File: src/rtl/besm_consts.svh
`ifndef BESM_CONSTS_SVH
`define BESM_CONSTS_SVH

// --------------------------------------------------
// Widths
// --------------------------------------------------
`define UADDR_W      12         // Microaddress
`define UWORD_W      112        // Microinstruction
`define DATA_W       64         // D and Y buses
`define STACK_DEPTH  5          // Return stack entries

// Sequencer opcodes (SQI)
`define SQ_JZ        4'd0       // Jump to zero, clear stack
`define SQ_CJS       4'd1       // Conditional call
`define SQ_JMAP      4'd2       // Jump to the A field
`define SQ_CJP       4'd3       // Conditional jump
`define SQ_CRTN      4'd10      // Conditional return
`define SQ_CONT      4'd14      // Continue

// D bus sources (DSRC)
`define DS_MODGN     4'd1       // Modifier group number
`define DS_PROCN     4'd2       // Process number
`define DS_MODE      4'd3       // Mode register
`define DS_PHYSPG    4'd4       // Physical page
`define DS_SHIFT     4'd9       // Shifter result
`define DS_LITERAL   4'd12      // A field, zero extended

// Y bus destinations (YDST)
`define YD_MODGN     4'd1
`define YD_PROCN     4'd2
`define YD_MODE      4'd3
`define YD_PHYSPG    4'd4
`define YD_UREG      4'd8       // Effective address
`define YD_PSHIFT    4'd9       // Shift parameter

// Y bus devices (YDEV)
`define YV_UREG      3'd3       // Effective address read
`define YV_MPMEM     3'd5       // Exchange memory
`define YV_STOP0     3'd6
`define YV_STOP1     3'd7

// Flag trigger codes (FFCNT)
`define FF_SET_TR0   5'd1
`define FF_CLR_TR0   5'd2
`define FF_SET_TR1   5'd3
`define FF_CLR_TR1   5'd4

// Condition select (COND)
`define COND_YES     5'd0
`define COND_NORMB   5'd1
`define COND_RNDB    5'd2
`define COND_OVRIB   5'd3
`define COND_BNB     5'd4
`define COND_OVRFTB  5'd5
`define COND_DRG     5'd6
`define COND_RCB     5'd8
`define COND_CB      5'd9
`define COND_CEMLRG  5'd10
`define COND_TR1     5'd12
`define COND_INTSTP  5'd13
`define COND_TR0     5'd22

`endif

File: src/rtl/besm_pkg.sv
`default_nettype none

`include "besm_consts.svh"

package besm_pkg;

    typedef logic [4:0] cond_code_t;        // COND field

    // Bits 11..7 read as trigger code or exchange address
    typedef union packed {
        logic [4:0] ffcnt;                  // Flag trigger set/clear
        struct packed {
            logic       spare;
            logic [3:0] mpadr;              // Exchange memory address
        } mp;
    } mi_low_u;

    // --------------------------------------------------
    // Microinstruction word, MSB first
    // --------------------------------------------------
    typedef struct packed {
        logic [3:0]          sqi;           // Sequencer opcode
        logic [`UADDR_W-1:0] a;             // Jump address or literal
        logic [1:0]          rsv_map;       // Unused map select
        logic                alu;           // Put D on Y
        logic [2:0]          rsv_alud;
        logic [2:0]          rsv_func;
        logic [2:0]          rsv_alus;
        logic                rsv_h;
        logic [3:0]          rsv_rb;
        logic [3:0]          rsv_ra;
        logic [1:0]          rsv_ci;
        logic [3:0]          rsv_shmux;
        logic [5:0]          rsv_stopc;
        logic                rsv_mod;
        logic [6:0]          pshf;          // Shift direction and count
        logic [3:0]          dsrc;          // D bus source
        logic [3:0]          ydst;          // Y bus destination
        logic [1:0]          shf;           // Shifter op, nonzero latches
        logic [3:0]          rsv_arbi;
        logic                rsv_rld;
        logic                rsv_letc;
        logic [2:0]          rsv_cystr;
        logic                sci;           // Condition into carry
        logic                ici;           // Invert carry
        logic                icc;           // Invert condition
        logic                rsv_ise;
        logic                rsv_cem;
        logic                rsv_cen;
        logic                rsv_csm;
        logic                rsv_wem;
        logic                rsv_ecb;
        logic                rsv_wrb;
        logic [1:0]          rsv_bra;
        logic                rsv_eca;
        logic                rsv_wra;
        logic [1:0]          rsv_ara;
        logic [2:0]          ydev;          // Y device
        logic                wry;           // Y device write
        logic [2:0]          rsv_ddev;
        logic                rsv_wrd;
        logic                iomp;          // 0 selects flag triggers
        mi_low_u             low;           // Bits 11..7
        cond_code_t          cond;          // Condition select
        logic                mps;           // Shift parameter from register
    } microinstr_t;

    // Mode register with normb as BESM bit 1
    typedef struct packed {
        logic [1:0] rsv;
        logic       flag_jump;              // Control transfer
        logic       rcb;                    // Right command
        logic       cb;                     // Address modified by reg 16
        logic       no_paging;
        logic       no_procnm;
        logic       flag_negaddr;           // Negative addresses
        logic       no_rprot;
        logic       no_wprot;
        logic       intstp;                 // Stop on interrupt
        logic       single_step;
        logic       cemlrg;
        logic       no_wtag;
        logic       no_intr;
        logic       no_progtag;
        logic       no_badacc;
        logic       no_rtag;
        logic       no_badop;
        logic       drg;                    // Dispatcher mode
        logic       ovrftb;
        logic       bnb;
        logic       flag_z;
        logic       flag_n;
        logic       flag_c;
        logic       flag_v;
        logic       ovrib;                  // Overflow interrupt block
        logic       grp_add;
        logic       grp_mul;
        logic       grp_log;
        logic       rndb;                   // Rounding block
        logic       normb;                  // Normalization block
    } mode_reg_t;

endpackage

`default_nettype wire

File: src/rtl/status_flags.sv
`default_nettype none

`include "besm_consts.svh"

module status_flags
    import besm_pkg::*;
(
    input  wire                 clk,
    input  wire                 reset,
    input  wire microinstr_t    i_mi,
    input  wire [`DATA_W-1:0]   i_y,
    output mode_reg_t           o_mode,
    output logic                o_cond          // Test result after ICC
);

    logic tr0, tr1;                             // Microprogram flags
    logic condmux;

    always_ff @(posedge clk) begin
        if (reset) begin
            o_mode <= '0;
            tr0    <= 1'b0;
            tr1    <= 1'b0;
        end else begin
            if (i_mi.ydst == `YD_MODE) o_mode <= mode_reg_t'(i_y[31:0]);
            if (!i_mi.iomp) begin               // Trigger decoder selected
                case (i_mi.low.ffcnt)
                    `FF_SET_TR0: tr0 <= 1'b1;
                    `FF_CLR_TR0: tr0 <= 1'b0;
                    `FF_SET_TR1: tr1 <= 1'b1;
                    `FF_CLR_TR1: tr1 <= 1'b0;
                    default: ;
                endcase
            end
        end
    end

    // --------------------------------------------------
    // Condition multiplexer
    // --------------------------------------------------
    always_comb begin
        case (i_mi.cond)
            `COND_YES:    condmux = 1'b1;
            `COND_NORMB:  condmux = o_mode.normb;
            `COND_RNDB:   condmux = o_mode.rndb;
            `COND_OVRIB:  condmux = o_mode.ovrib;
            `COND_BNB:    condmux = o_mode.bnb;
            `COND_OVRFTB: condmux = o_mode.ovrftb;
            `COND_DRG:    condmux = o_mode.drg;
            `COND_RCB:    condmux = o_mode.rcb;
            `COND_CB:     condmux = o_mode.cb;
            `COND_CEMLRG: condmux = o_mode.cemlrg;
            `COND_TR1:    condmux = tr1;
            `COND_INTSTP: condmux = o_mode.intstp;
            `COND_TR0:    condmux = tr0;
            default:      condmux = 1'b0;       // No source behind these codes
        endcase
    end

    assign o_cond = condmux ^ i_mi.icc;

endmodule

`default_nettype wire

File: config.mk
export PLATFORM = sky130hd
export DESIGN_NAME = status_flags
export DESIGN_NICKNAME = d
export VERILOG_FILES = /design/src/rtl/besm_pkg.sv /design/src/rtl/status_flags.sv
export VERILOG_INCLUDE_DIRS = /design/src /design/src/rtl
export SDC_FILE = /design/constraint.sdc
export NUM_CORES = 1
export LEC_CHECK = 0
export BUFFER_PORTS_ARGS = -buffer_cell sky130_fd_sc_hd__buf_2
export CAP_MARGIN = 20
export CELL_PAD_IN_SITES_DETAIL_PLACEMENT = 1
export CELL_PAD_IN_SITES_GLOBAL_PLACEMENT = 1
export CORE_UTILIZATION = 19
export DETAILED_ROUTE_END_ITERATION = 12
export PLACE_DENSITY_LB_ADDON = 0.1
export SLEW_MARGIN = 0
export SYNTH_ARGS = -nofsm -noshare
export SYNTH_HDL_FRONTEND = slang
export SYNTH_SLANG_ARGS = --single-unit
File: constraint.sdc
create_clock -name clk -period 4.5 [get_ports clk]
set_input_delay 0.9 -clock clk [delete_from_list [all_inputs] [get_ports clk]]
set_output_delay 0.9 -clock clk [all_outputs]
set_load 0.02 [all_outputs]
Yosys cells after proc, flatten, opt, wreduce, memory -nomap -nowiden
Cells that the tools add are included.
- equal/unequal tests: 17
- mux-type cells: 3
- bitwise gates (word level): 2
- reduce and logical (&&, ||, !) cells: 5
- operators by type and width (kind ; number):
    5-bit by 4-bit equality test with 1-bit output, second input constant ; 5
    5-bit by 2-bit equality test with 1-bit output, second input constant ; 4
    5-bit by 3-bit equality test with 1-bit output, second input constant ; 4
    1-bit one-hot mux with 13 select lines ; 1
    5-bit by 1-bit equality test with 1-bit output, second input constant ; 2
    5-bit equality test, second input constant ; 1
    5-bit logical NOT ; 1
    4-bit by 2-bit equality test with 1-bit output, second input constant ; 1
    1-bit one-hot mux with 2 select lines ; 2
    2-bit AND reduction ; 2
    2-bit nonzero test ; 2
    1-bit NOT ; 1
    1-bit bitwise XOR ; 1
- flip-flop bits (word level): 34
- input port bits: 178
- output and inout port bits: 33
- word-level logic and storage cells: 60

Longest topological paths before layout
- depth after elaboration: 3
- gate-level depth with buffers: 6
- gate-level depth less buffers: 4

Least setup slack after synthesis
Ideal clock, no wire load.
- path kind: in2out
- start point: input port i_mi[1] (netlist bit)
- end point: output port o_cond
- arrival time: 2072 ps
- data required time: 3600 ps
- setup slack: 1528 ps
- cell stages on the path: 5
- path buffers: 1
- cell sequence: buf_6 > or4b_1 > o22ai_1 > a211oi_1 > a211oi_2
- cells in the longest elaborated chain, start to end: 3
- elaborated cells between the ends (all ways): 15
- those cells by class: 12 x eq/ne; 1 x mux; 1 x bitwise; 1 x reduce/logical
- RTL lines (element ; line ; text):
    start: declaration ; status_flags.sv:10 ; input wire microinstr_t i_mi,
    5-bit equality test, or another cell as far along ; status_flags.sv:42 ; case (i_mi.cond)
    1-bit one-hot mux with 13 select lines (*) ; status_flags.sv:42 ;
    1-bit bitwise XOR (*) ; status_flags.sv:60 ; assign o_cond = condmux ^ i_mi.icc;
    end: declaration ; status_flags.sv:13 ; output logic o_cond
Every way passes the cells marked *; elsewhere a longest branch is shown, timed or not.

Final worst setup path
- start point: input port i_mi[5] (netlist bit)
- end point: output port o_cond
Same word-level chain as after synthesis.

==> qor.yml <==
status: "complete, no violations"
cellLeakagePower_nw: 0.8824
synth_top_area_share_pct: 46.74
cp-end-kind: "primary output"
cts_hold_buf: 0
first_pass_iters: 4
slowest_stage: "or4b_1"
cts_root_buf: "clkbuf_8"
wl_per_cell_um: 13.06
crit_start: "i_mi[5]"
worstReg2RegEnd: "tr1"
port_buffers: 82
fin_skew_ps: 0
synthCells: 187
cts.htree.levels: 2
max_slew_margin_pct: 53.74
area_growth_pct: 38.40
path_buf_inv: 2
die_area_um2: 8019
ant_nets: 0
core_area_um2: 7331
setup.worst_path.start_class: "input pin"
dp_slack_ps: 1390
grt_setup_unrepaired: "false"
synth_seq_cells: 34
finalHoldViolCount: 0
fp.dieH_um: 89.55
io_pins: 211
reg2regPathDepth: 3
start_util_pct: 19.87
ys_seq_area_share_pct: 46.74
antenna_cells: 0
track_usage_pct: 12.07
grt_pass1_wl_mm: 7.286
r2r_setup_slack_ps: 3710
synth.distinct_cells: 32
timing.final.ws_setup_ps: 1366
cp_cell_sequence: "buf_2 > or4b_1 > o22ai_1 > a211oi_1 > a211oi_2 > buf_2"
ys_warn_count: 0
vias_per_cell: 4.257
syn_avg_cell_area_um2: 7.788
synth.area.top_cells: "dfxtp_1 (47%), nand2_1 (17%), a21oi_1 (12%)"
critPathMaxFanout: 7
reg2reg_from: "tr1"
max_freq_mhz: 319.1
syn-num-nets: 365
fin_crit_sh_pct: 69.64
cts_buffers: 5
worstMarginPinSlew_ps: 693.8
setup_viol: 0
grt_max_degree: 35
path_class: "in2out"
slowest_delay_ps: 520
first_global_vias: 1535
cp_num_cells: 6
fin_nets: 442
gr-total-overflow: 0
gp_congestion: 0.6927
vdd_drop_max_mv: 0.07472
cpMostUsedCell: "buf_2"
tns_ps: 0
cts_num_sinks: 34
clk_latency_ps: 280
power.density_nw_per_um2: 300.4
crit_family: "simple AND/OR/NAND/NOR gates"
wl_mm: 4.727
place.detailed.hpwl_mm: 3.316
rows: 31
synth-edff-count: 0
clockBufferDepth: 2
endpoint: "o_cond"
drive_above_1_share_pct: 34.60
cp_data_required_time_ps: 3600
yosys_most_used_dff: "dfxtp_1"
via_count: 1541
max_cap_violations: 0
final-max-slew-violation-count: 0
cts.reportedPaths.clkPinSlew_ps: 70
drc: 0
cts_post_setup_buffers_inserted: 0
async_reset_ff_share_pct: 0
period_minus_slack_ps: 3134
mappedNetlistArea_um2: 1456
antenna_found_initial: 0
drtIter0Drc: 36
cts_resized: 0
cts_tree: "yes"
die_x_um: 89.55
worstHoldPathType: "reg2reg"
worstPathArrival_ps: 2230
yosysTopAreaCell: "dfxtp_1"
[per-stage QoR]
step                hold slack, ps  area [µm²]  power (W)  cells  utilization [%]
floorplan                    446.4        1456  0.0003534    187                -
global placement             439.9        1933  0.0003889    356            26.37
detailed placement           446.2        1933  0.0003888    356            26.37
CTS                          456.3        2016  0.0006211    362            27.50
global route                 475.9        2016  0.0006389    362            27.50
finish                       451.0        2016  0.0006055    362            27.50
[cell type report]
type / count / area (µm²)
fillers: 924 / 5315
multi-input cells: 136 / 691.9
flip-flops and latches: 34 / 680.7
repair buffers: 84 / 425.4
well taps: 99 / 123.9
clock buffers: 6 / 82.58
inverters: 3 / 11.26
[sequential cells by signal (all words and copies together), names as in the netlist]
name    count
o_mode     32
tr1         1
tr0         1
[metal layers]
layer | track usage (%) | vias to the layer above | share of wire, %
met3 | 6.002 | 3 | 13
met1 | 15.92 | 685 | 47
met2 | 16.94 | 72 | 40
li1 | - | 781 | -
met5 | 0 | - | 0
met4 | 4.040 | 0 | 0.55
[power breakdown]
group	total, W	internal (W)	leakage, nW	switching, W
logic	0.0000695	0.0000297	0.564	0.0000398
clock network	0.000225	0.000118	0.0431	0.000107
registers	0.000311	0.000307	0.275	0.00000372
[logic make-up (layout without fill, tap and decap cells)]
group / after synthesis / after routing / synth area share (%)
buffers and inverters: 17 / 93 / 5.756
AO/OA/AOI/OAI: 46 / 46 / 18.13
AND/OR/NAND/NOR: 87 / 87 / 27.32
multiplexers: 3 / 3 / 2.062
flip-flops: 34 / 34 / 46.74
[synthesized netlist by cell type (2+ instances only)]
cell / instances
nand2_1: 66
a21oi_1: 34
dfxtp_1: 34
clkbuf_1: 8
buf_2: 4
inv_1: 3
mux2i_1: 3
nand4b_1: 3
nor2_1: 3
buf_6: 2
nand4bb_1: 2
nor2b_1: 2
nor3_1: 2
o22ai_1: 2
or4b_1: 2
[worst reg2reg max path, delay by kind of cell, from the launching register on]
| kind | cells | cell delay (ps) |
|---|---|---|
| AO/OA/AOI/OAI | 2 | 280 |
| AND/OR/NAND/NOR | 1 | 50 |
| flip-flops | 1 | 330 |
[layout by cell type, fill, tap and decap left out, drive strengths merged]
cell type	instances
buf	84
nand2	66
a21oi	34
dfxtp	34
clkbuf	6
nor2	3
nand4b	3
mux2i	3
inv	3
nor2b	2
or4b	2
o22ai	2
nand4bb	2
nor3	2
a211oi	2
o31ai	1
nand2b	1
a31oi	1
or3b	1
nor3b	1
o311a	1
a311oi	1
a31o	1
and3	1
nand3	1
nor4	1
o21ai	1
nand3b	1
a21o	1
a22oi	1
[worst min path at each step]
stage	start	cells past startpoint	to	slack [ps]
after detailed placement	o_mode[14]	2	o_mode[14]	450
after global placement	o_mode[7]	2	o_mode[7]	440
after global routing	o_mode[29]	2	o_mode[29]	480
final	o_mode[14]	2	o_mode[14]	450
after floorplan	tr0	2	tr0	450
after CTS	o_mode[23]	2	o_mode[23]	460
No activity file was read; power rests on OpenSTA's default activity.
