**src/rtl/besm_consts.svh**
```systemverilog
`ifndef BESM_CONSTS_SVH
`define BESM_CONSTS_SVH

// --------------------------------------------------
// Widths
// --------------------------------------------------
`define UADDR_W      12         // Microaddress
`define UWORD_W      112        // Microinstruction
`define DATA_W       64         // D and Y buses
`define STACK_DEPTH  5          // Return stack entries

// Sequencer opcodes (SQI)
`define SQ_JZ        4'd0       // Jump to zero, clear stack
`define SQ_CJS       4'd1       // Conditional call
`define SQ_JMAP      4'd2       // Jump to the A field
`define SQ_CJP       4'd3       // Conditional jump
`define SQ_CRTN      4'd10      // Conditional return
`define SQ_CONT      4'd14      // Continue

// D bus sources (DSRC)
`define DS_MODGN     4'd1       // Modifier group number
`define DS_PROCN     4'd2       // Process number
`define DS_MODE      4'd3       // Mode register
`define DS_PHYSPG    4'd4       // Physical page
`define DS_SHIFT     4'd9       // Shifter result
`define DS_LITERAL   4'd12      // A field, zero extended

// Y bus destinations (YDST)
`define YD_MODGN     4'd1
`define YD_PROCN     4'd2
`define YD_MODE      4'd3
`define YD_PHYSPG    4'd4
`define YD_UREG      4'd8       // Effective address
`define YD_PSHIFT    4'd9       // Shift parameter

// Y bus devices (YDEV)
`define YV_UREG      3'd3       // Effective address read
`define YV_MPMEM     3'd5       // Exchange memory
`define YV_STOP0     3'd6
`define YV_STOP1     3'd7

// Flag trigger codes (FFCNT)
`define FF_SET_TR0   5'd1
`define FF_CLR_TR0   5'd2
`define FF_SET_TR1   5'd3
`define FF_CLR_TR1   5'd4

// Condition select (COND)
`define COND_YES     5'd0
`define COND_NORMB   5'd1
`define COND_RNDB    5'd2
`define COND_OVRIB   5'd3
`define COND_BNB     5'd4
`define COND_OVRFTB  5'd5
`define COND_DRG     5'd6
`define COND_RCB     5'd8
`define COND_CB      5'd9
`define COND_CEMLRG  5'd10
`define COND_TR1     5'd12
`define COND_INTSTP  5'd13
`define COND_TR0     5'd22

`endif

```
**src/rtl/besm_pkg.sv**
```systemverilog
`default_nettype none

`include "besm_consts.svh"

package besm_pkg;

    typedef logic [4:0] cond_code_t;        // COND field

    // Bits 11..7 read as trigger code or exchange address
    typedef union packed {
        logic [4:0] ffcnt;                  // Flag trigger set/clear
        struct packed {
            logic       spare;
            logic [3:0] mpadr;              // Exchange memory address
        } mp;
    } mi_low_u;

    // --------------------------------------------------
    // Microinstruction word, MSB first
    // --------------------------------------------------
    typedef struct packed {
        logic [3:0]          sqi;           // Sequencer opcode
        logic [`UADDR_W-1:0] a;             // Jump address or literal
        logic [1:0]          rsv_map;       // Unused map select
        logic                alu;           // Put D on Y
        logic [2:0]          rsv_alud;
        logic [2:0]          rsv_func;
        logic [2:0]          rsv_alus;
        logic                rsv_h;
        logic [3:0]          rsv_rb;
        logic [3:0]          rsv_ra;
        logic [1:0]          rsv_ci;
        logic [3:0]          rsv_shmux;
        logic [5:0]          rsv_stopc;
        logic                rsv_mod;
        logic [6:0]          pshf;          // Shift direction and count
        logic [3:0]          dsrc;          // D bus source
        logic [3:0]          ydst;          // Y bus destination
        logic [1:0]          shf;           // Shifter op, nonzero latches
        logic [3:0]          rsv_arbi;
        logic                rsv_rld;
        logic                rsv_letc;
        logic [2:0]          rsv_cystr;
        logic                sci;           // Condition into carry
        logic                ici;           // Invert carry
        logic                icc;           // Invert condition
        logic                rsv_ise;
        logic                rsv_cem;
        logic                rsv_cen;
        logic                rsv_csm;
        logic                rsv_wem;
        logic                rsv_ecb;
        logic                rsv_wrb;
        logic [1:0]          rsv_bra;
        logic                rsv_eca;
        logic                rsv_wra;
        logic [1:0]          rsv_ara;
        logic [2:0]          ydev;          // Y device
        logic                wry;           // Y device write
        logic [2:0]          rsv_ddev;
        logic                rsv_wrd;
        logic                iomp;          // 0 selects flag triggers
        mi_low_u             low;           // Bits 11..7
        cond_code_t          cond;          // Condition select
        logic                mps;           // Shift parameter from register
    } microinstr_t;

    // Mode register with normb as BESM bit 1
    typedef struct packed {
        logic [1:0] rsv;
        logic       flag_jump;              // Control transfer
        logic       rcb;                    // Right command
        logic       cb;                     // Address modified by reg 16
        logic       no_paging;
        logic       no_procnm;
        logic       flag_negaddr;           // Negative addresses
        logic       no_rprot;
        logic       no_wprot;
        logic       intstp;                 // Stop on interrupt
        logic       single_step;
        logic       cemlrg;
        logic       no_wtag;
        logic       no_intr;
        logic       no_progtag;
        logic       no_badacc;
        logic       no_rtag;
        logic       no_badop;
        logic       drg;                    // Dispatcher mode
        logic       ovrftb;
        logic       bnb;
        logic       flag_z;
        logic       flag_n;
        logic       flag_c;
        logic       flag_v;
        logic       ovrib;                  // Overflow interrupt block
        logic       grp_add;
        logic       grp_mul;
        logic       grp_log;
        logic       rndb;                   // Rounding block
        logic       normb;                  // Normalization block
    } mode_reg_t;

endpackage

`default_nettype wire

```
**src/rtl/bus_registers.sv**
```systemverilog
`default_nettype none

`include "besm_consts.svh"

module bus_registers
    import besm_pkg::*;
(
    input  wire                 clk,
    input  wire                 reset,
    input  wire microinstr_t    i_mi,
    input  wire mode_reg_t      i_mode,
    output logic [`DATA_W-1:0]  o_y,
    output logic                o_y_valid,
    output logic                o_halt          // STOP0 level
);

    logic [4:0]         modgn;                  // Modifier group number
    logic [7:0]         procn;                  // Process number
    logic [9:0]         physpg;                 // Physical page
    logic [31:0]        ureg;                   // Effective address
    logic [6:0]         pshift;                 // Shift parameter register
    logic [`DATA_W-1:0] shift_res;              // Shifter result
    logic [7:0]         mpmem [16];             // Console exchange bytes
    logic               stop0, stop1;
    logic [`DATA_W-1:0] d;                      // D bus
    logic [6:0]         shpar;                  // Active shift parameter
    logic [3:0]         mpadr;

    assign mpadr = i_mi.low.mp.mpadr;
    assign shpar = i_mi.mps ? pshift : i_mi.pshf;

    // --------------------------------------------------
    // D and Y buses
    // --------------------------------------------------
    always_comb begin
        case (i_mi.dsrc)
            `DS_MODGN:   d = {{(`DATA_W-10){1'b0}}, modgn, 5'd0};
            `DS_PROCN:   d = {{(`DATA_W-8){1'b0}}, procn};
            `DS_MODE:    d = {{(`DATA_W-32){1'b0}}, i_mode};
            `DS_PHYSPG:  d = {{(`DATA_W-21){1'b0}}, physpg, 11'd0};
            `DS_SHIFT:   d = shift_res;
            `DS_LITERAL: d = {{(`DATA_W-`UADDR_W){1'b0}}, i_mi.a};
            default:     d = '0;
        endcase
    end

    always_comb begin
        if (!i_mi.wry && i_mi.ydev == `YV_UREG)
            o_y = {{(`DATA_W-32){1'b0}}, ureg};
        else if (!i_mi.wry && i_mi.ydev == `YV_MPMEM)
            o_y = {{(`DATA_W-8){1'b0}}, mpmem[mpadr]};
        else if (!i_mi.wry && i_mi.ydev == `YV_STOP1)
            o_y = {{(`DATA_W-1){1'b0}}, stop1};  // Console side flag
        else if (i_mi.alu)
            o_y = d;                            // D passes straight to Y
        else
            o_y = '0;
    end

    // Destination registers and shifter
    always_ff @(posedge clk) begin
        case (i_mi.ydst)
            `YD_MODGN:  modgn  <= o_y[9:5];
            `YD_PROCN:  procn  <= o_y[7:0];
            `YD_PHYSPG: physpg <= o_y[20:11];
            `YD_UREG:   ureg   <= o_y[31:0];
            `YD_PSHIFT: pshift <= o_y[6:0];
            default: ;
        endcase
        if (i_mi.shf != 2'd0)                   // Bit 6 selects left
            shift_res <= shpar[6] ? o_y << shpar[5:0] : o_y >> shpar[5:0];
    end

    // --------------------------------------------------
    // Exchange memory and stop flags
    // --------------------------------------------------
    always_ff @(posedge clk) begin
        if (i_mi.wry && i_mi.ydev == `YV_MPMEM) mpmem[mpadr] <= o_y[7:0];
    end

    always_ff @(posedge clk) begin
        if (reset) begin
            stop0 <= 1'b0;
            stop1 <= 1'b0;
        end else if (i_mi.wry) begin
            if (i_mi.ydev == `YV_STOP0) stop0 <= o_y[0];
            if (i_mi.ydev == `YV_STOP1) stop1 <= o_y[0];
        end
    end

    assign o_halt    = stop0;
    assign o_y_valid = (i_mi.ydst != 4'd0 || i_mi.wry) && !stop0;

endmodule

`default_nettype wire

```
**config.mk**
```make
export PLATFORM = sky130hd
export DESIGN_NAME = bus_registers
export DESIGN_NICKNAME = d
export VERILOG_FILES = /design/src/rtl/besm_pkg.sv /design/src/rtl/bus_registers.sv
export VERILOG_INCLUDE_DIRS = /design/src /design/src/rtl
export SDC_FILE = /design/constraint.sdc
export NUM_CORES = 1
export LEC_CHECK = 0
export BUFFER_PORTS_ARGS = -buffer_cell sky130_fd_sc_hd__buf_2
export CAP_MARGIN = 10
export CORE_AREA = 2 2 226 228
export DETAILED_ROUTE_END_ITERATION = 10
export DIE_AREA = 0 0 228 230
export PLACE_DENSITY = 0.65
export SYNTH_ARGS = -nofsm -noshare
export SYNTH_HDL_FRONTEND = slang
export SYNTH_SLANG_ARGS = --single-unit
```
**constraint.sdc**
```tcl
create_clock -name clk -period 11.87 [get_ports clk]
set_input_delay 3.561 -clock clk [delete_from_list [all_inputs] [get_ports clk]]
set_output_delay 3.561 -clock clk [all_outputs]
set_load 0.01 [all_outputs]
```
## Yosys cells after proc, flatten, opt, wreduce, memory -nomap -nowiden

Memory sizes are Yosys's and may differ from the RTL's.
Index checks and enable logic that the tools add are counted.

| word-level totals | value |
|---|---|
| memories | 1 |
| output and inout bits | 66 |
| logic and storage cells | 47 |
| input bits | 146 |
| flip-flop bits (word level) | 128 |
| memory bits (writable) | 128 |

| cells by class | value |
|---|---|
| shift operators | 2 |
| reductions and logical operators | 12 |
| muxes and demuxes | 9 |
| equal/unequal tests | 15 |

Memories:

| memory | words | width | rd ports | clocked after Yosys merged registers in | wr ports | line | source |
|---|---|---|---|---|---|---|---|
| mpmem | 16 | 8 | 1 | 0 | 1 | bus_registers.sv:23 | `logic [7:0] mpmem [16];` |

Operators with widths:

| operator | count |
|---|---|
| 64-bit one-hot mux with 6 select lines | 1 |
| 64-bit two-way mux | 5 |
| 64-bit by 6-bit << shifter with 64-bit output | 1 |
| 64-bit by 6-bit right shift with 64-bit output | 1 |
| 4-bit == test, second input constant | 4 |
| 4-bit by 2-bit == test with 1-bit output, second input constant | 3 |
| 3-bit == test, second input constant | 3 |
| 4-bit by 1-bit == test with 1-bit output, second input constant | 2 |
| 4-bit by 3-bit == test with 1-bit output, second input constant | 2 |
| 7-bit two-way mux | 1 |
| 1-bit logical AND | 5 |
| 2-bit AND reduction | 2 |
| 4-bit nonzero test | 1 |
| 3-bit by 2-bit == test with 1-bit output, second input constant | 1 |
| 1-bit zero test | 2 |
| 1-bit two-way mux | 2 |
| 2-bit nonzero test | 1 |
| 1-bit logical OR | 1 |

## Longest topological paths before layout

| depth | value |
|---|---|
| word-level depth | 8 |
| depth in mapped cells | 15 |

## Worst setup path before layout

No wires, ideal clock.

| timing | value |
|---|---|
| path kind | input port to output port |
| start point | input i_mi[51] in the netlist's numbering |
| end point | output o_y[3] |
| cell stages on the path | 6 |
| path slack | 2678 ps |
| path buffers | 2 |
| arrival | 5631 ps |
| data required time | 8309 ps |
| path through | buf_2 > or3b_2 > buf_2 > a221o_1 > a32o_1 > nor2_1 |

| on the way | value |
|---|---|
| word-level cells in the longest chain between the ends | 6 |
| elaborated cells between the ends (all ways) | 11 |
| classes of those cells | eq/ne (6); mux (5) |

Ends and longest elaborated chain:

| item | line | source |
|---|---|---|
| from (decl) | bus_registers.sv:10 | `input wire microinstr_t i_mi,` |
| 4-bit == test (tied with other cells) | bus_registers.sv:36 | `case (i_mi.dsrc)` |
| 64-bit one-hot mux with 6 select lines * | bus_registers.sv:36 |  |
| 64-bit two-way mux * | bus_registers.sv:54 | `else if (i_mi.alu)` |
| 64-bit two-way mux * | bus_registers.sv:52 | `` else if (!i_mi.wry && i_mi.ydev == `YV_STOP1) `` |
| 64-bit two-way mux * | bus_registers.sv:50 | `` else if (!i_mi.wry && i_mi.ydev == `YV_MPMEM) `` |
| 64-bit two-way mux * | bus_registers.sv:48 | `` if (!i_mi.wry && i_mi.ydev == `YV_UREG) `` |
| to (decl) | bus_registers.sv:12 | `` output logic [`DATA_W-1:0] o_y, `` |

Mark *: on every way between the ends. The rest lies on a longest branch, timed or not.

## Worst setup path after layout

| timing | value |
|---|---|
| start point | input i_mi[7] in the netlist's numbering |
| end point | output o_y[7] |

| on the way | value |
|---|---|
| word-level cells in the longest chain between the ends | 3 |

Ends and longest elaborated chain:

| item | line |
|---|---|
| memory 16 x 8 bit | -- |
| 64-bit two-way mux | bus_registers.sv:50 |
| 64-bit two-way mux | bus_registers.sv:48 |

No other way between the ends.

==> impl_metrics.yaml <==
die:
  dieArea_sq_mm: 0.05244
  num_io_pins: 212
  die_x_microns: 228
  core_area_sq_mm: 0.04986
  initial_core_util: 0.3978
  rows: 82
  fp.dieH_microns: 230
setup_path:
  r2r-end: "shift_res[32]"
  r2r_start: "pshift[0]"
  crit_type: "in2out"
  cp-end-kind: "primary output"
  cp.arrival_ns: 6.45
  cp-startpoint: "i_mi[7]"
  crit_fanout: 28
  cp-start-kind: "input pin"
  critical_path_required_ns: 8.31
  ff2ff_path_depth: 10
  endpoint: "o_y[7]"
  r2r_slack_ns: 7.20
global_routing:
  grt_pass1_vias: 18341
  grt_pass1_wl_mm: 128.2
  antenna_found_initial: 6
  overflow: 0
  grt_max_degree: 116
  grt_usage: 0.3281
logic_synthesis:
  synth-xor-area-share: 0.0004415
  synth_area_sq_mm: 0.01984
  synth_seq_cells: 256
  synthAdderAreaFrac: 0
  synth_top_area_cell: "edfxtp_1"
  synth_top_area_frac: 0.3845
  synth_compound_area_frac: 0.2382
  seq_area_frac_synth: 0.3865
  synth_area_leaders: "edfxtp_1 (38%), mux4_2 (8.2%), mux2i_1 (5.7%)"
  syn_nets: 2202
  synth_top_family_by_area: "compound AO/OA/AOI/OAI gates"
  synth-simple-area-share: 0.1688
  synth_cells: 2056
  synth.avg_cell_area_sq_um: 9.649
  yosys_warnings: 0
  synth_ff_type: "edfxtp_1"
  synth_async_sr_flop_share: 0
  muxShareOfSynthArea: 0.1630
  synth_edf_count: 254
  synth_cell_type_count: 88
route:
  via_per_inst: 6.986
  wl_met2_mm: 39.57
  final_antenna_net_count: 0
  dr.first_iter.drc_count: 2870
  routed_wirelength_mm: 88.59
  wl_per_cell_microns: 31.79
  dr.max_layer_used: "met5"
  num_vias: 19470
  m1WireLength_mm: 36.17
  drc: 0
  drt_first_pass_iters: 6
  dr_wl_met3_mm: 8.428
power_and_ir_drop:
  switchingPower_w: 0.0008279
  irDropWorstVdd_mv: 0.1200
  combPwrFrac: 0.234
  p_leak_nw: 7.729
  internal-power_w: 0.001706
  power_density_mw_per_mm2: 115.1
  clockPowerShare: 0.346
  p_sw_frac: 0.3267
  seq_power_share: 0.420
timing:
  fmax_mhz: 99.85
  skew_ns: 0.03665
  finalCriticalPeriod_ns: 10.02
  fin_tns_setup_ns: 0
  finalSetupViolCount: 0
  finalCritPeriodShare: 0.8437
  grt_setup_unrepaired: "false"
  fin_ws_ns: 1.855
  hold_violations: 0
  max_slew.worst_pin.slew_ns: 1.296
  slew_viol_final: 0
  whs_ns: 0.4929
  maxSlewHeadroom: 0.1360
cells_and_area:
  regArea_sq_mm: 0.007667
  final_cell_mix: "edfxtp_1 (254), nand2_1 (237), nor2_1 (166), a21oi_1 (146), buf_2 (138)"
  fillers: 4849
  final_area_sq_mm: 0.02202
  area_delta_synth_final_pct: 10.99
  antenna_cells: 0
  fin_util: 0.4416
  drive_above_1_share: 0.1730
  multi_input_area_sq_mm: 0.01146
  layout.nets: 2241
  final_common_cell: "edfxtp_1"
clocking:
  numCtsBuffers: 29
  post_cts_buffers: 0
  clock-sinks: 256
  clock_latency_ns: 0.62
  cts_max_path_buffers: 3
  cts_tree: "done"
  hold_buffers: 0
  htreeDepth: 1
  cts_resized: 0
  clk_pin_slew_worst_paths_ns: 0.06
  root_buffer: "clkbuf_16"
place:
  dp_hpwl_mm: 64.06
  post-place-ws_ns: 1.860
  place_congestion: 1.005
  io_buffers: 138
  place_area_sq_mm: 0.02112
hold_path:
  hp-class: "reg2reg"
status:
  status: "complete, no violations"
job:
  maxCapViolCount: 0
==> sequential cells by signal, summed over array words and instances, names as in the netlist <==
| signal | count |
|---|---|
| mpmem | 128 |
| shift_res | 64 |
| ureg | 32 |
| physpg | 10 |
| procn | 8 |
| pshift | 7 |
| modgn | 5 |
| o_halt | 1 |
| stop1 | 1 |
==> worst max-delay path, stage by stage <==
cell and delay, ns:
buf_2 0.62, mux4_2 0.59, a22oi_1 0.25, o211ai_1 0.24
o211ai_1 0.37, inv_1 0.50, buf_2 0.28
==> how the worst min path moves through the flow <==
| stage | start | end | slack [ns] | cells after the start |
|---|---|---|---|---|
| 6_report | stop1 | stop1 | 0.49 | 2 |
| 5_1_grt | stop1 | stop1 | 0.52 | 2 |
| 3_3_place_gp | stop1 | stop1 | 0.49 | 2 |
| 2_1_floorplan | stop1 | stop1 | 0.46 | 2 |
| 3_5_place_dp | stop1 | stop1 | 0.48 | 2 |
| 4_1_cts | stop1 | stop1 | 0.50 | 2 |
==> area by class of cell <==
cell class                      count  share of cell area
Clock buffer                       34             0.03381
Clock inverter                     17            0.007103
Inverter                           15            0.002557
Multi-Input combinational cell   1603              0.5205
Sequential cell                   256              0.3482
Tap cell                          672             0.03819
Timing Repair Buffer              190             0.04966
==> kinds of logic after synthesis <==
family | Yosys count
xor gates and xnor gates | 1
and+or+nand+nor | 703
buffers and inverters | 197
muxes | 218
DFF | 256
AOI/OAI and AO/OA | 681
==> cells in the mapped netlist, drive strengths merged, types with 7 or more instances <==
| cell | count |
|---|---|
| a211o | 10 |
| a211oi | 27 |
| a21o | 15 |
| a21oi | 147 |
| a221o | 7 |
| a221oi | 24 |
| a22o | 8 |
| a22oi | 32 |
| a2bb2oi | 10 |
| a311oi | 7 |
| a31oi | 38 |
| a32oi | 18 |
| and2 | 50 |
| and3 | 12 |
| and3b | 7 |
| buf | 87 |
| clkbuf | 95 |
| edfxtp | 254 |
| inv | 15 |
| mux2 | 26 |
| mux2i | 113 |
| mux4 | 79 |
| nand2 | 237 |
| nand2b | 11 |
| nand3 | 71 |
| nand3b | 18 |
| nand4 | 9 |
| nor2 | 170 |
| nor2b | 9 |
| nor3 | 65 |
| o211ai | 69 |
| o21a | 10 |
| o21ai | 112 |
| o221ai | 33 |
| o22a | 10 |
| o22ai | 28 |
| o2bb2ai | 12 |
| o31ai | 11 |
| o32ai | 12 |
| or2 | 9 |
==> power by group through the flow <==
stage               Combinational (W)  Sequential, W  Clock (W)
global placement             0.000567        0.00108          0
finish                       0.000593        0.00106   0.000877
detailed placement           0.000568        0.00108          0
CTS                          0.000571        0.00106   0.000889
floorplan                    0.000366        0.00106          0
global route                 0.000616        0.00107   0.000921
==> per-stage QoR <==
step / total power (W) / std cells
after floorplan: 0.001427 / 2056
after global placement: 0.001646 / 2736
after detailed placement: 0.001648 / 2736
after CTS: 0.002522 / 2787
after global routing: 0.002602 / 2787
final: 0.002534 / 2787
==> per-layer routing <==
layer	global-route usage	up-vias
met3	0.06014	238
li1	-	8261
met2	0.5106	1219
met5	0	-
met4	0.1391	6
met1	0.4499	9746
No activity file was read; power rests on OpenSTA's default activity.
