**src/rtl/besm_consts.svh**
```systemverilog
`ifndef BESM_CONSTS_SVH
`define BESM_CONSTS_SVH

// --------------------------------------------------
// Widths
// --------------------------------------------------
`define UADDR_W      12         // Microaddress
`define UWORD_W      112        // Microinstruction
`define DATA_W       64         // D and Y buses
`define STACK_DEPTH  5          // Return stack entries

// Sequencer opcodes (SQI)
`define SQ_JZ        4'd0       // Jump to zero, clear stack
`define SQ_CJS       4'd1       // Conditional call
`define SQ_JMAP      4'd2       // Jump to the A field
`define SQ_CJP       4'd3       // Conditional jump
`define SQ_CRTN      4'd10      // Conditional return
`define SQ_CONT      4'd14      // Continue

// D bus sources (DSRC)
`define DS_MODGN     4'd1       // Modifier group number
`define DS_PROCN     4'd2       // Process number
`define DS_MODE      4'd3       // Mode register
`define DS_PHYSPG    4'd4       // Physical page
`define DS_SHIFT     4'd9       // Shifter result
`define DS_LITERAL   4'd12      // A field, zero extended

// Y bus destinations (YDST)
`define YD_MODGN     4'd1
`define YD_PROCN     4'd2
`define YD_MODE      4'd3
`define YD_PHYSPG    4'd4
`define YD_UREG      4'd8       // Effective address
`define YD_PSHIFT    4'd9       // Shift parameter

// Y bus devices (YDEV)
`define YV_UREG      3'd3       // Effective address read
`define YV_MPMEM     3'd5       // Exchange memory
`define YV_STOP0     3'd6
`define YV_STOP1     3'd7

// Flag trigger codes (FFCNT)
`define FF_SET_TR0   5'd1
`define FF_CLR_TR0   5'd2
`define FF_SET_TR1   5'd3
`define FF_CLR_TR1   5'd4

// Condition select (COND)
`define COND_YES     5'd0
`define COND_NORMB   5'd1
`define COND_RNDB    5'd2
`define COND_OVRIB   5'd3
`define COND_BNB     5'd4
`define COND_OVRFTB  5'd5
`define COND_DRG     5'd6
`define COND_RCB     5'd8
`define COND_CB      5'd9
`define COND_CEMLRG  5'd10
`define COND_TR1     5'd12
`define COND_INTSTP  5'd13
`define COND_TR0     5'd22

`endif

```
**src/rtl/besm_pkg.sv**
```systemverilog
`default_nettype none

`include "besm_consts.svh"

package besm_pkg;

    typedef logic [4:0] cond_code_t;        // COND field

    // Bits 11..7 read as trigger code or exchange address
    typedef union packed {
        logic [4:0] ffcnt;                  // Flag trigger set/clear
        struct packed {
            logic       spare;
            logic [3:0] mpadr;              // Exchange memory address
        } mp;
    } mi_low_u;

    // --------------------------------------------------
    // Microinstruction word, MSB first
    // --------------------------------------------------
    typedef struct packed {
        logic [3:0]          sqi;           // Sequencer opcode
        logic [`UADDR_W-1:0] a;             // Jump address or literal
        logic [1:0]          rsv_map;       // Unused map select
        logic                alu;           // Put D on Y
        logic [2:0]          rsv_alud;
        logic [2:0]          rsv_func;
        logic [2:0]          rsv_alus;
        logic                rsv_h;
        logic [3:0]          rsv_rb;
        logic [3:0]          rsv_ra;
        logic [1:0]          rsv_ci;
        logic [3:0]          rsv_shmux;
        logic [5:0]          rsv_stopc;
        logic                rsv_mod;
        logic [6:0]          pshf;          // Shift direction and count
        logic [3:0]          dsrc;          // D bus source
        logic [3:0]          ydst;          // Y bus destination
        logic [1:0]          shf;           // Shifter op, nonzero latches
        logic [3:0]          rsv_arbi;
        logic                rsv_rld;
        logic                rsv_letc;
        logic [2:0]          rsv_cystr;
        logic                sci;           // Condition into carry
        logic                ici;           // Invert carry
        logic                icc;           // Invert condition
        logic                rsv_ise;
        logic                rsv_cem;
        logic                rsv_cen;
        logic                rsv_csm;
        logic                rsv_wem;
        logic                rsv_ecb;
        logic                rsv_wrb;
        logic [1:0]          rsv_bra;
        logic                rsv_eca;
        logic                rsv_wra;
        logic [1:0]          rsv_ara;
        logic [2:0]          ydev;          // Y device
        logic                wry;           // Y device write
        logic [2:0]          rsv_ddev;
        logic                rsv_wrd;
        logic                iomp;          // 0 selects flag triggers
        mi_low_u             low;           // Bits 11..7
        cond_code_t          cond;          // Condition select
        logic                mps;           // Shift parameter from register
    } microinstr_t;

    // Mode register with normb as BESM bit 1
    typedef struct packed {
        logic [1:0] rsv;
        logic       flag_jump;              // Control transfer
        logic       rcb;                    // Right command
        logic       cb;                     // Address modified by reg 16
        logic       no_paging;
        logic       no_procnm;
        logic       flag_negaddr;           // Negative addresses
        logic       no_rprot;
        logic       no_wprot;
        logic       intstp;                 // Stop on interrupt
        logic       single_step;
        logic       cemlrg;
        logic       no_wtag;
        logic       no_intr;
        logic       no_progtag;
        logic       no_badacc;
        logic       no_rtag;
        logic       no_badop;
        logic       drg;                    // Dispatcher mode
        logic       ovrftb;
        logic       bnb;
        logic       flag_z;
        logic       flag_n;
        logic       flag_c;
        logic       flag_v;
        logic       ovrib;                  // Overflow interrupt block
        logic       grp_add;
        logic       grp_mul;
        logic       grp_log;
        logic       rndb;                   // Rounding block
        logic       normb;                  // Normalization block
    } mode_reg_t;

endpackage

`default_nettype wire

```
**src/rtl/micro_sequencer.sv**
```systemverilog
`default_nettype none

`include "besm_consts.svh"

module micro_sequencer
    import besm_pkg::*;
(
    input  wire                 clk,
    input  wire                 reset,
    input  wire microinstr_t    i_mi,
    input  wire                 i_cond,         // Already inverted per ICC
    input  wire                 i_hold,         // Freeze on stop
    output logic [`UADDR_W-1:0] o_uaddr
);

    localparam int SP_W = $clog2(`STACK_DEPTH + 1);

    logic [`UADDR_W-1:0] upc;                   // Microprogram counter
    logic [`UADDR_W-1:0] stack [`STACK_DEPTH];  // Return addresses
    logic [SP_W-1:0]     sp;                    // Entries in use
    logic [SP_W-1:0]     wr_idx;
    logic [`UADDR_W-1:0] top;
    logic                push, pop, clr;
    logic                ci;                    // Counter carry in

    assign top    = (sp == '0) ? upc : stack[sp - 1'b1];
    assign wr_idx = (sp == SP_W'(`STACK_DEPTH)) ? SP_W'(`STACK_DEPTH - 1) : sp;
    assign ci     = (i_mi.sci ? i_cond : 1'b1) ^ i_mi.ici;

    // --------------------------------------------------
    // Next address select
    // --------------------------------------------------
    always_comb begin
        o_uaddr = upc;                          // CONT and undefined codes
        push    = 1'b0;
        pop     = 1'b0;
        clr     = 1'b0;
        case (i_mi.sqi)
            `SQ_JZ: begin
                o_uaddr = '0;
                clr     = 1'b1;
            end
            `SQ_CJS: begin
                if (i_cond) begin
                    o_uaddr = i_mi.a;
                    push    = 1'b1;             // Save return point
                end
            end
            `SQ_JMAP: o_uaddr = i_mi.a;
            `SQ_CJP: begin
                if (i_cond) o_uaddr = i_mi.a;
            end
            `SQ_CRTN: begin
                if (i_cond) begin
                    o_uaddr = top;
                    pop     = 1'b1;
                end
            end
            `SQ_CONT: o_uaddr = upc;
            default: o_uaddr = upc;
        endcase
    end

    always_ff @(posedge clk) begin
        if (reset) begin
            upc <= '0;
            sp  <= '0;                          // Stack empty
        end else if (!i_hold) begin
            upc <= o_uaddr + {{(`UADDR_W-1){1'b0}}, ci};
            if (clr) sp <= '0;
            else if (push && sp != SP_W'(`STACK_DEPTH)) sp <= sp + 1'b1;
            else if (pop && sp != '0) sp <= sp - 1'b1;
        end
    end

    // Full stack overwrites its top entry
    always_ff @(posedge clk) begin
        if (!i_hold && push) stack[wr_idx] <= upc;
    end

endmodule

`default_nettype wire

```
**config.mk**
```make
export PLATFORM = sky130hd
export DESIGN_NAME = micro_sequencer
export DESIGN_NICKNAME = d
export VERILOG_FILES = /design/src/rtl/besm_pkg.sv /design/src/rtl/micro_sequencer.sv
export VERILOG_INCLUDE_DIRS = /design/src /design/src/rtl
export SDC_FILE = /design/constraint.sdc
export NUM_CORES = 1
export LEC_CHECK = 0
export BUFFER_PORTS_ARGS = -buffer_cell sky130_fd_sc_hd__buf_2
export CAP_MARGIN = 10
export CORE_ASPECT_RATIO = 1.4
export CORE_MARGIN = 4
export CORE_UTILIZATION = 25
export CTS_BUF_LIST = sky130_fd_sc_hd__clkbuf_4 sky130_fd_sc_hd__clkbuf_8 sky130_fd_sc_hd__clkbuf_16
export CTS_CLUSTER_SIZE = 14
export DETAILED_ROUTE_END_ITERATION = 10
export GPL_TIMING_DRIVEN = 0
export PLACE_DENSITY = 0.45
export SLEW_MARGIN = 20
export SYNTH_ARGS = -nofsm -noshare
export SYNTH_HDL_FRONTEND = slang
export SYNTH_SLANG_ARGS = --single-unit
```
**constraint.sdc**
```tcl
create_clock -name clk -period 3.25 [get_ports clk]
set_input_delay 0.325 -clock clk [delete_from_list [all_inputs] [get_ports clk]]
set_output_delay 0.325 -clock clk [all_outputs]
set_load 0.05 [all_outputs]
```
---- Yosys cells after proc, flatten, opt, wreduce, memory -nomap -nowiden ----
Memory sizes are Yosys's and may differ from the RTL's.
Index checks and enable logic that the tools add are counted.
cells by class
  add/subtract/negate cells ............... 3
  equality and inequality tests ........... 6
  multiplexer cells ....................... 15
  bitwise logic cells ..................... 2
  reduce and logical (&&, ||, !) cells .... 10
operators with widths
  operator               count
  $pmux W12 S4           1
  $mux W12               3
  $add A12 B1 Y12        1
  $mux W3                4
  $eq A4 B2 Y1 const B   2
  $mux W1                7
  $reduce_bool A3 Y1     2
  $eq A4 B1 Y1 const B   1
  $eq A4 B4 Y1 const B   1
  $logic_not A4 Y1       1
  $add A3 B1 Y3 const B  1
  $eq A3 B3 Y1 const B   1
  $logic_and A1 B1 Y1    3
  $logic_not A3 Y1       1
  $ne A3 B3 Y1 const B   1
  $sub A3 B1 Y3 const B  1
  $reduce_and A2 Y1      1
  $reduce_or A2 Y1       1
  $logic_not A1 Y1       1
  $not A1 Y1             1
  $xor A1 B1 Y1          1
storage, ports and cells
  bits in registers ....................... 15
  bits in writable memories ............... 60
  input bits .............................. 116
  logic and storage cells ................. 39
  memories kept ........................... 1
memories
  memory  words  bits a word  read ports  clocked after Yosys merged registers in  wr ports  line                   RTL
  stack   5      12           1           0                                        1         micro_sequencer.sv:19  logic [`UADDR_W-1:0] stack [`STACK_DEPTH];

---- Depth between registers and ports, before layout ----
Gate-level depths: netlist of the first run.
  depth in word-level cells ............... 6
  mapped depth ............................ 15
  depth with buffers taken out ............ 12

---- Least setup slack after synthesis of the first run ----
No wires, ideal clock.
  path kind ............................... reg-to-reg
  from .................................... register sp[0]
  to ...................................... register upc[6]
  setup time .............................. 0.079 ns
  arrival time ............................ 4.059 ns
  required time ........................... 3.171 ns
  path slack .............................. -0.888 ns
  stages on the path, launching flop included .. 16
  clock period less this slack ............ 4.138 ns
  path through ............................ dfxtp_1 > buf_6 > buf_6 > inv_1 > ha_1 > buf_2 > mux4_2 > mux2i_1 > nor2_1 > a21oi_1 > o21ai_0 > ha_1 > ha_1 > nand3_1 > or4_1 > o211ai_1
between the ends
  word-level cells in the longest chain between the ends .. 6
ends and longest elaborated chain
  what                    line                   RTL
  from (decl)             micro_sequencer.sv:20  logic [SP_W-1:0] sp;
  from (signal assigned)  micro_sequencer.sv:71  else if (push && sp != SP_W'(`STACK_DEPTH)) sp <= sp + 1'b1;
  from (signal assigned)  micro_sequencer.sv:72  else if (pop && sp != '0) sp <= sp - 1'b1;
  $sub A3 B1 Y3           micro_sequencer.sv:26  assign top = (sp == '0) ? upc : stack[sp - 1'b1];
  $mem_v2 Z5 W12          n/a
  $mux W12 (*)            micro_sequencer.sv:26
  $mux W12 (*)            micro_sequencer.sv:54  if (i_cond) begin
  $pmux W12 S4 (*)        micro_sequencer.sv:38  case (i_mi.sqi)
  net o_uaddr[0]          micro_sequencer.sv:13  output logic [`UADDR_W-1:0] o_uaddr
  $add A12 B1 Y12 (*)     micro_sequencer.sv:69  upc <= o_uaddr + {{(`UADDR_W-1){1'b0}}, ci};
  to (signal assigned)    micro_sequencer.sv:69
  to (decl)               micro_sequencer.sv:18  logic [`UADDR_W-1:0] upc;
The timed path passes the listed nets; every way through them passes the cells marked *.
A chain may end at the register's enable or synchronous reset.

---- Worst setup path after layout of the first run ----
  from .................................... register sp[0]
  to ...................................... output o_uaddr[9]
between the ends
  word-level cells in the longest chain between the ends .. 5
ends and longest elaborated chain
  what              line
  $sub A3 B1 Y3     micro_sequencer.sv:26
  $mem_v2 Z5 W12    n/a
  $mux W12 (*)      micro_sequencer.sv:26
  $mux W12 (*)      micro_sequencer.sv:54
  $pmux W12 S4 (*)  micro_sequencer.sv:38
  to (decl)         micro_sequencer.sv:13
Mark *: on every way between the ends. The rest lies on a longest branch, timed or not.

==> flow_summary.yaml, run 1 <==
synth:
  netlist.top_cell.by_area: "edfxtp_1"
  ys.flop_type: "edfxtp_1"
  syn_area_mm2: 0.00363
  yosysWarnings: 0
  ys_types: 59
  avgSynthCellArea_um2: 14.2
  synth-edff-count: 60
  synth.top_cell.area_share_pct: 49.7
  syn_nets: 377
  async_reset_ff_share_pct: 0
  yosys_register_bits: 75
  netlist_instances: 255
  synth_area_leaders: "edfxtp_1 (50%), dfxtp_1 (8.3%), mux4_2 (6.2%), mux2i_1 (2.5%), buf_6 (2.2%)"
  synth_seq_area_share_pct: 58.0
power_and_ir_drop:
  vdd_drop_max_v: 0.000276
  leakage_nw: 1.62
  switchingPower_mw: 0.534
  fin_total_pwr_mw: 2.42
  p_int_mw: 1.89
  pwr-share-comb_pct: 9.8
  pwr_density_cell_mw_per_mm2: 531
  p_clk_share_pct: 46.5
  power_frac_seq_pct: 43.7
  p_sw_share_pct: 22.0
timing:
  slew_viol_final: 0
  hold_viol: 0
  timing.slew.headroom_pct: 45.3
  holdWs_ns: 0.319
  rsz0062_at_grt: "false"
  min_period_ns: 3.09
  tns_ns: 0
  clock.fmax_ghz: 0.323
  setup_ws_ns: 0.158
  clock_skew_ns: 0.00939
  setup_viol: 0
  worst_slew_pin_slew_ns: 0.820
  finalCritPeriodShare_pct: 95.1
drt:
  route.vias.total: 2388
  wl_per_cell_um: 19.3
  ant_nets: 0
  dr.pass1.iters: 4
  vias_per_cell: 4.76
  drt-total-wl_mm: 9.70
  drc_errors: 0
  first_iter_violations: 154
finish:
  antennaDiodeCount: 0
  drive_above_1_share_pct: 35.0
  area_growth_pct: 25.9
  final_nets: 434
floorplanning:
  core-area_mm2: 0.0141
  die_h_um: 151
  ioPinCount: 128
  start_util_pct: 25.7
  rows: 51
  design.die.area_mm2: 0.0165
  die_w_um: 110
worst_setup_path:
  worst_setup_path_start_kind: "register"
  crit_arrival_ns: 2.77
  crit_top_cell: "inv_1"
  cp_top_family: "buffers and inverters"
  critPathBufInv: 6
  endpoint_kind: "primary output"
  crit_fanout: 7
  cp_cell_sequence: "buf_8 -> buf_12 -> inv_1 -> ha_2 -> xnor2_4 -> and4b_1 -> buf_6 -> a22o_1 -> a211oi_4 -> inv_1 -> buf_2"
  required_ns: 2.92
  path_class: "register to primary output"
  critical_path.max_stage_delay_ns: 0.34
  cp_slowest_cell: "dfxtp_2"
hold_path:
  min_path_type: "primary input to register"
cts:
  htreeDepth: 3
  clock-sinks: 75
  clk_latency_ns: 0.34
  ctsHoldBuffers: 0
  cts_buffer_depth: 2
  clkSlewWorstSetupHoldPaths_ns: 0.06
  cts_inserted_buffers: 9
  clockRootBuffer: "clkbuf_16"
  cts_tree: "yes"
place:
  gp_congestion: 0.743
  dp_slack_ns: -0.571
  dp_hpwl_mm: 6.86
  port_buffers: 32
grt:
  grt_max_degree: 14
  gr-usage-all-layers_pct: 12.4
  grt_pass1_vias: 2428
  grt_pass1_wl_mm: 14.7
  overflow: 0
  grt_antenna_before_repair: 0
job:
  maxCapViolCount: 0
run_status:
  status: "finished, final reports clean"
## placed cells by master, fill, tap and decap left out, types with 3 or more instances in the layout
cell type  instances
edfxtp_1          60
buf_2             31
nand2_1           14
dfxtp_1           14
nor2_1            13
buf_4             12
mux4_2            10
mux2i_1            9
clkbuf_16          9
inv_1              7
buf_6              6
a21oi_1            6
nand3_1            6
nor2b_1            5
a221o_2            5
a31oi_1            5
o211ai_1           5
nand4_1            4
nor3_1             4
a22o_1             4
a211o_2            4
and3_1             4
nand2b_1           3
clkbuf_8           3
buf_12             3
o2bb2ai_1          3
and2_1             3
and4_1             3
ha_2               3
bufinv_16          3
## layout make-up
type | instances | area [um^2]
Buffer | 13 | 160
Clock buffer | 9 | 225
Clock inverter | 7 | 116
Fill cell | 1385 | 9540
Inverter | 8 | 30.0
Multi-Input combinational cell | 159 | 1410
Sequential cell | 75 | 2100
Tap cell | 185 | 231
Timing Repair Buffer | 46 | 292
## power by group through the flow
stage	sequential, mW	clock, mW	combinational [mW]
6_report	1.06	1.13	0.237
5_1_grt	1.06	1.19	0.255
4_1_cts	1.06	1.15	0.235
3_5_place_dp	1.08	0	0.216
3_3_place_gp	1.08	0	0.216
2_1_floorplan	1.07	0	0.152
## what timing repair did
action / CTS / global route
cloned: 0 / 0
setup buffers: 6 / 5
endpoints found under the setup margin: 20 / 2
resized for setup: 13 / 3
pin swaps: 4 / 2
## layer usage
metal | share of wire, % | routed length [um] | global-route usage [%]
met1 | 40 | 3890 | 14.4
met2 | 53 | 5130 | 21.5
met3 | 5.3 | 516 | 2.87
met4 | 1.7 | 165 | 5.49
met5 | 0 | 0 | 0
## cells in the mapped netlist (5+ instances only)
library cell   n
edfxtp_1      60
dfxtp_1       15
nor2_1        15
nand2_1       14
mux4_2        10
mux2i_1        9
a21oi_1        7
buf_6          7
inv_1          7
ha_1           6
nand3_1        6
a221o_2        5
a31oi_1        5
nor2b_1        5
nor3_1         5
o211ai_1       5
## cells by family after synthesis
| kind of cell | after synthesis | synth area share [%] |
|---|---|---|
| adders and majority gates | 6 | 2.07 |
| DFF | 75 | 58.0 |
| muxes | 22 | 10.5 |
| AOI/OAI and AO/OA | 51 | 11.5 |
| xor gates and xnor gates | 5 | 1.73 |
| and+or+nand+nor | 75 | 11.8 |
| buffers and inverters | 21 | 4.48 |
## through the flow
step / std cells / util [%] / area, um^2
after global routing: 502 / 32.4 / 4570
final: 502 / 32.4 / 4570
after CTS: 497 / 32.1 / 4520
after floorplan: 255 / - / 3640
after detailed placement: 475 / 28.9 / 4070
after global placement: 472 / 28.6 / 4030
## worst paths after layout
check,to,depth (start not counted),slack (ns),from
max,o_uaddr[9],11,0.16,sp[0]$_SDFFE_PP0P_
max reg2reg,upc[10]$_SDFFE_PP0N_,15,0.20,sp[0]$_SDFFE_PP0P_
min reg2reg,stack[3][4]$_DFFE_PP_,0,0.56,upc[4]$_SDFFE_PP0N_
min,upc[5]$_SDFFE_PP0N_,2,0.32,i_hold
## worst register-to-register path, delay by kind of cell, from the launching register on
| kind | cells | cell delay (ns) |
|---|---|---|
| compound gates | 3 | 0.45 |
| fa+ha+maj | 3 | 0.75 |
| buf+inv | 4 | 0.46 |
| flops | 1 | 0.36 |
| mux | 2 | 0.49 |
| simple gates | 3 | 0.47 |
## state kept, by name, indices dropped and copies added (netlist names)
name / flops
upc: 12
sp: 3
stack: 60
No activity file was read; power rests on OpenSTA's default activity.
==> run 2, diff against run 1 <==
Settings changed: PLACE_DENSITY 0.45 to 0.46.
Clock period 3.25 ns to 2.7 ns, I/O delays scaled along.
==> run 2 against run 1 <==
Against the previous run: the flow now finishes with violations (setup timing); worst setup slack lost 0.30 ns; clock power grew 15%; critical path depth shrank 1; highest routed layer unchanged.
==> flow_summary.yaml, run 2 (synthesis results as in run 1) <==
timing:
  timing.slew.headroom_pct: 40.6
  clock.fmax_ghz: 0.352
  finalCritPeriodShare_pct: 105
  clock_skew_ns: 0.00694
  rsz0062_at_grt: "true"
  worst_slew_pin_slew_ns: 0.890
  slew_viol_final: 0
  hold_viol: 0
  min_period_ns: 2.84
  setup_viol: 3
  setup_ws_ns: -0.139
drt:
  vias_per_cell: 4.84
  wl_per_cell_um: 19.0
  drt-total-wl_mm: 9.75
  dr.pass1.iters: 4
  ant_nets: 0
  route.vias.total: 2479
  drc_errors: 0
  first_iter_violations: 141
power_and_ir_drop:
  vdd_drop_max_v: 0.000389
  leakage_nw: 1.70
  pwr_density_cell_mw_per_mm2: 607
  fin_total_pwr_mw: 2.90
finish:
  layout_commonest_cell: "edfxtp_1"
  area_growth_pct: 31.8
  final_nets: 444
  antennaDiodeCount: 0
  layout_common_cells: "edfxtp_1 (60), buf_2 (22), buf_4 (20)"
  stdcell_count: 512
  drive_above_1_share_pct: 40.7
  final.fill_count: 1382
  largest_reg_flops: 60
  largest-register: "stack"
  reg.largest.list: "stack (60), upc (12), sp (3)"
grt:
  gr-usage-all-layers_pct: 12.5
  grt_pass1_vias: 2610
  overflow: 0
  grt_pass1_wl_mm: 15.0
  grt_max_degree: 13
  grt_antenna_before_repair: 0
cts:
  htreeDepth: 3
  cts_buffer_depth: 2
  clkSlewWorstSetupHoldPaths_ns: 0.05
  cts_inserted_buffers: 9
  clock-sinks: 75
  cts_tree: "yes"
  clk_latency_ns: 0.32
  clockRootBuffer: "clkbuf_16"
floorplanning:
  rows: 51
  design.die.area_mm2: 0.0165
  core-area_mm2: 0.0141
  start_util_pct: 25.7
  die_h_um: 151
  ioPinCount: 128
  die_w_um: 110
hold_path:
  holdPathEnd: "upc[5]$_SDFFE_PP0N_"
  whs_path_depth: 2
  min_from: "i_hold"
  min_path_type: "primary input to register"
worst_setup_path:
  crit_top_cell: "buf_12"
  critical_path.max_stage_delay_ns: 0.44
  ff2ff_path_depth: 13
  regToRegSetupSlack_ns: -0.08
  r2r-end: "upc[11]$_SDFFE_PP0N_"
  cp_cell_sequence: "buf_12 -> inv_8 -> ha_4 -> buf_12 -> mux4_2 -> mux2i_1 -> a31oi_1 -> a222oi_1 -> inv_1 -> buf_6"
  required_ns: 2.43
  rr_startpoint: "sp[0]$_SDFFE_PP0P_"
  crit_fanout: 5
  path_class: "register to primary output"
  cp_slowest_cell: "a222oi_1"
  crit_arrival_ns: 2.57
  endpoint_kind: "primary output"
  worst_setup_path_start_kind: "register"
job:
  maxCapViolCount: 0
run_status:
  violations: "setup timing"
  status: "complete, but fails checks"
place:
  placedCellCount: 473
  port_buffers: 32
  dp_hpwl_mm: 6.58
  gp_congestion: 0.781
  dp_slack_ns: -0.493
==> run 2: cell types whose count changed in the layout (fill, tap and decap cells not counted), sizes merged <==
cell and change:
buf +10, bufinv -1, clkbuf +3, clkinv -2
clkinvlp -1, inv +1
==> run 2: worst max-delay path by stage <==
stage / startpoint / to / slack (ns)
after global placement: sp[0]$_SDFFE_PP0P_ / upc[8]$_SDFFE_PP0N_ / -0.54
after CTS: sp[0]$_SDFFE_PP0P_ / o_uaddr[11] / -0.14
after detailed placement: sp[0]$_SDFFE_PP0P_ / upc[8]$_SDFFE_PP0N_ / -0.49
after floorplan: sp[0]$_SDFFE_PP0P_ / upc[11]$_SDFFE_PP0N_ / -0.24
after global routing: sp[0]$_SDFFE_PP0P_ / o_uaddr[11] / -0.23
final: sp[0]$_SDFFE_PP0P_ / o_uaddr[11] / -0.14
==> run 2: area by class of cell <==
type | instances | area (um^2) | share of cell area (%)
plain buffers | 11 | 134 | 2.80
clock buffers | 12 | 254 | 5.31
clock inverters | 4 | 72.6 | 1.52
inverters | 8 | 37.5 | 0.785
multi-input cells | 159 | 1480 | 31.0
flip-flops and latches | 75 | 2110 | 44.1
well taps | 185 | 231 | 4.84
repair buffers | 58 | 457 | 9.55
==> run 2: critical path: cells and delay by family (launching register included) <==
| family | cells | cell delay, ns |
|---|---|---|
| AO/OA/AOI/OAI | 2 | 0.54 |
| adder cells (fa/ha/maj) | 1 | 0.27 |
| buffers and inverters | 5 | 0.62 |
| flip-flops | 1 | 0.37 |
| multiplexers | 2 | 0.44 |
==> run 2: metal layers <==
layer  track usage (%)  vias up  share of wire [%]
li1                  -     1159                  -
met1              15.9     1236                 43
met2              20.6       71                 50
met3              2.40       13                4.8
met4              5.36        0                2.0
met5                 0        -                  0
==> run 2: repair_timing <==
action,4_1_cts,5_1_grt
hold buffers,0,0
setup endpoints to repair,23,20
pin swaps,10,10
setup buffers,18,9
resized for setup,26,15
==> run 2: power by group <==
group / leakage, nW / internal, mW / total [mW] / switching (mW)
registers: 0.657 / 1.25 / 1.27 / 0.0198
clock network: 0.162 / 0.855 / 1.30 / 0.440
logic: 0.880 / 0.151 / 0.331 / 0.180
==> run 2: per-stage QoR <==
step / util, % / cell area, um^2 / hold WS, ns / TNS (ns)
floorplan: - / 3730 / 0.491 / -1.02
global placement: 29.2 / 4120 / 0.533 / -10.79
detailed placement: 29.3 / 4140 / 0.553 / -4.19
CTS: 33.1 / 4670 / 0.253 / -0.513
global route: 33.9 / 4780 / 0.268 / -1.18
finish: 33.9 / 4780 / 0.258 / -0.241
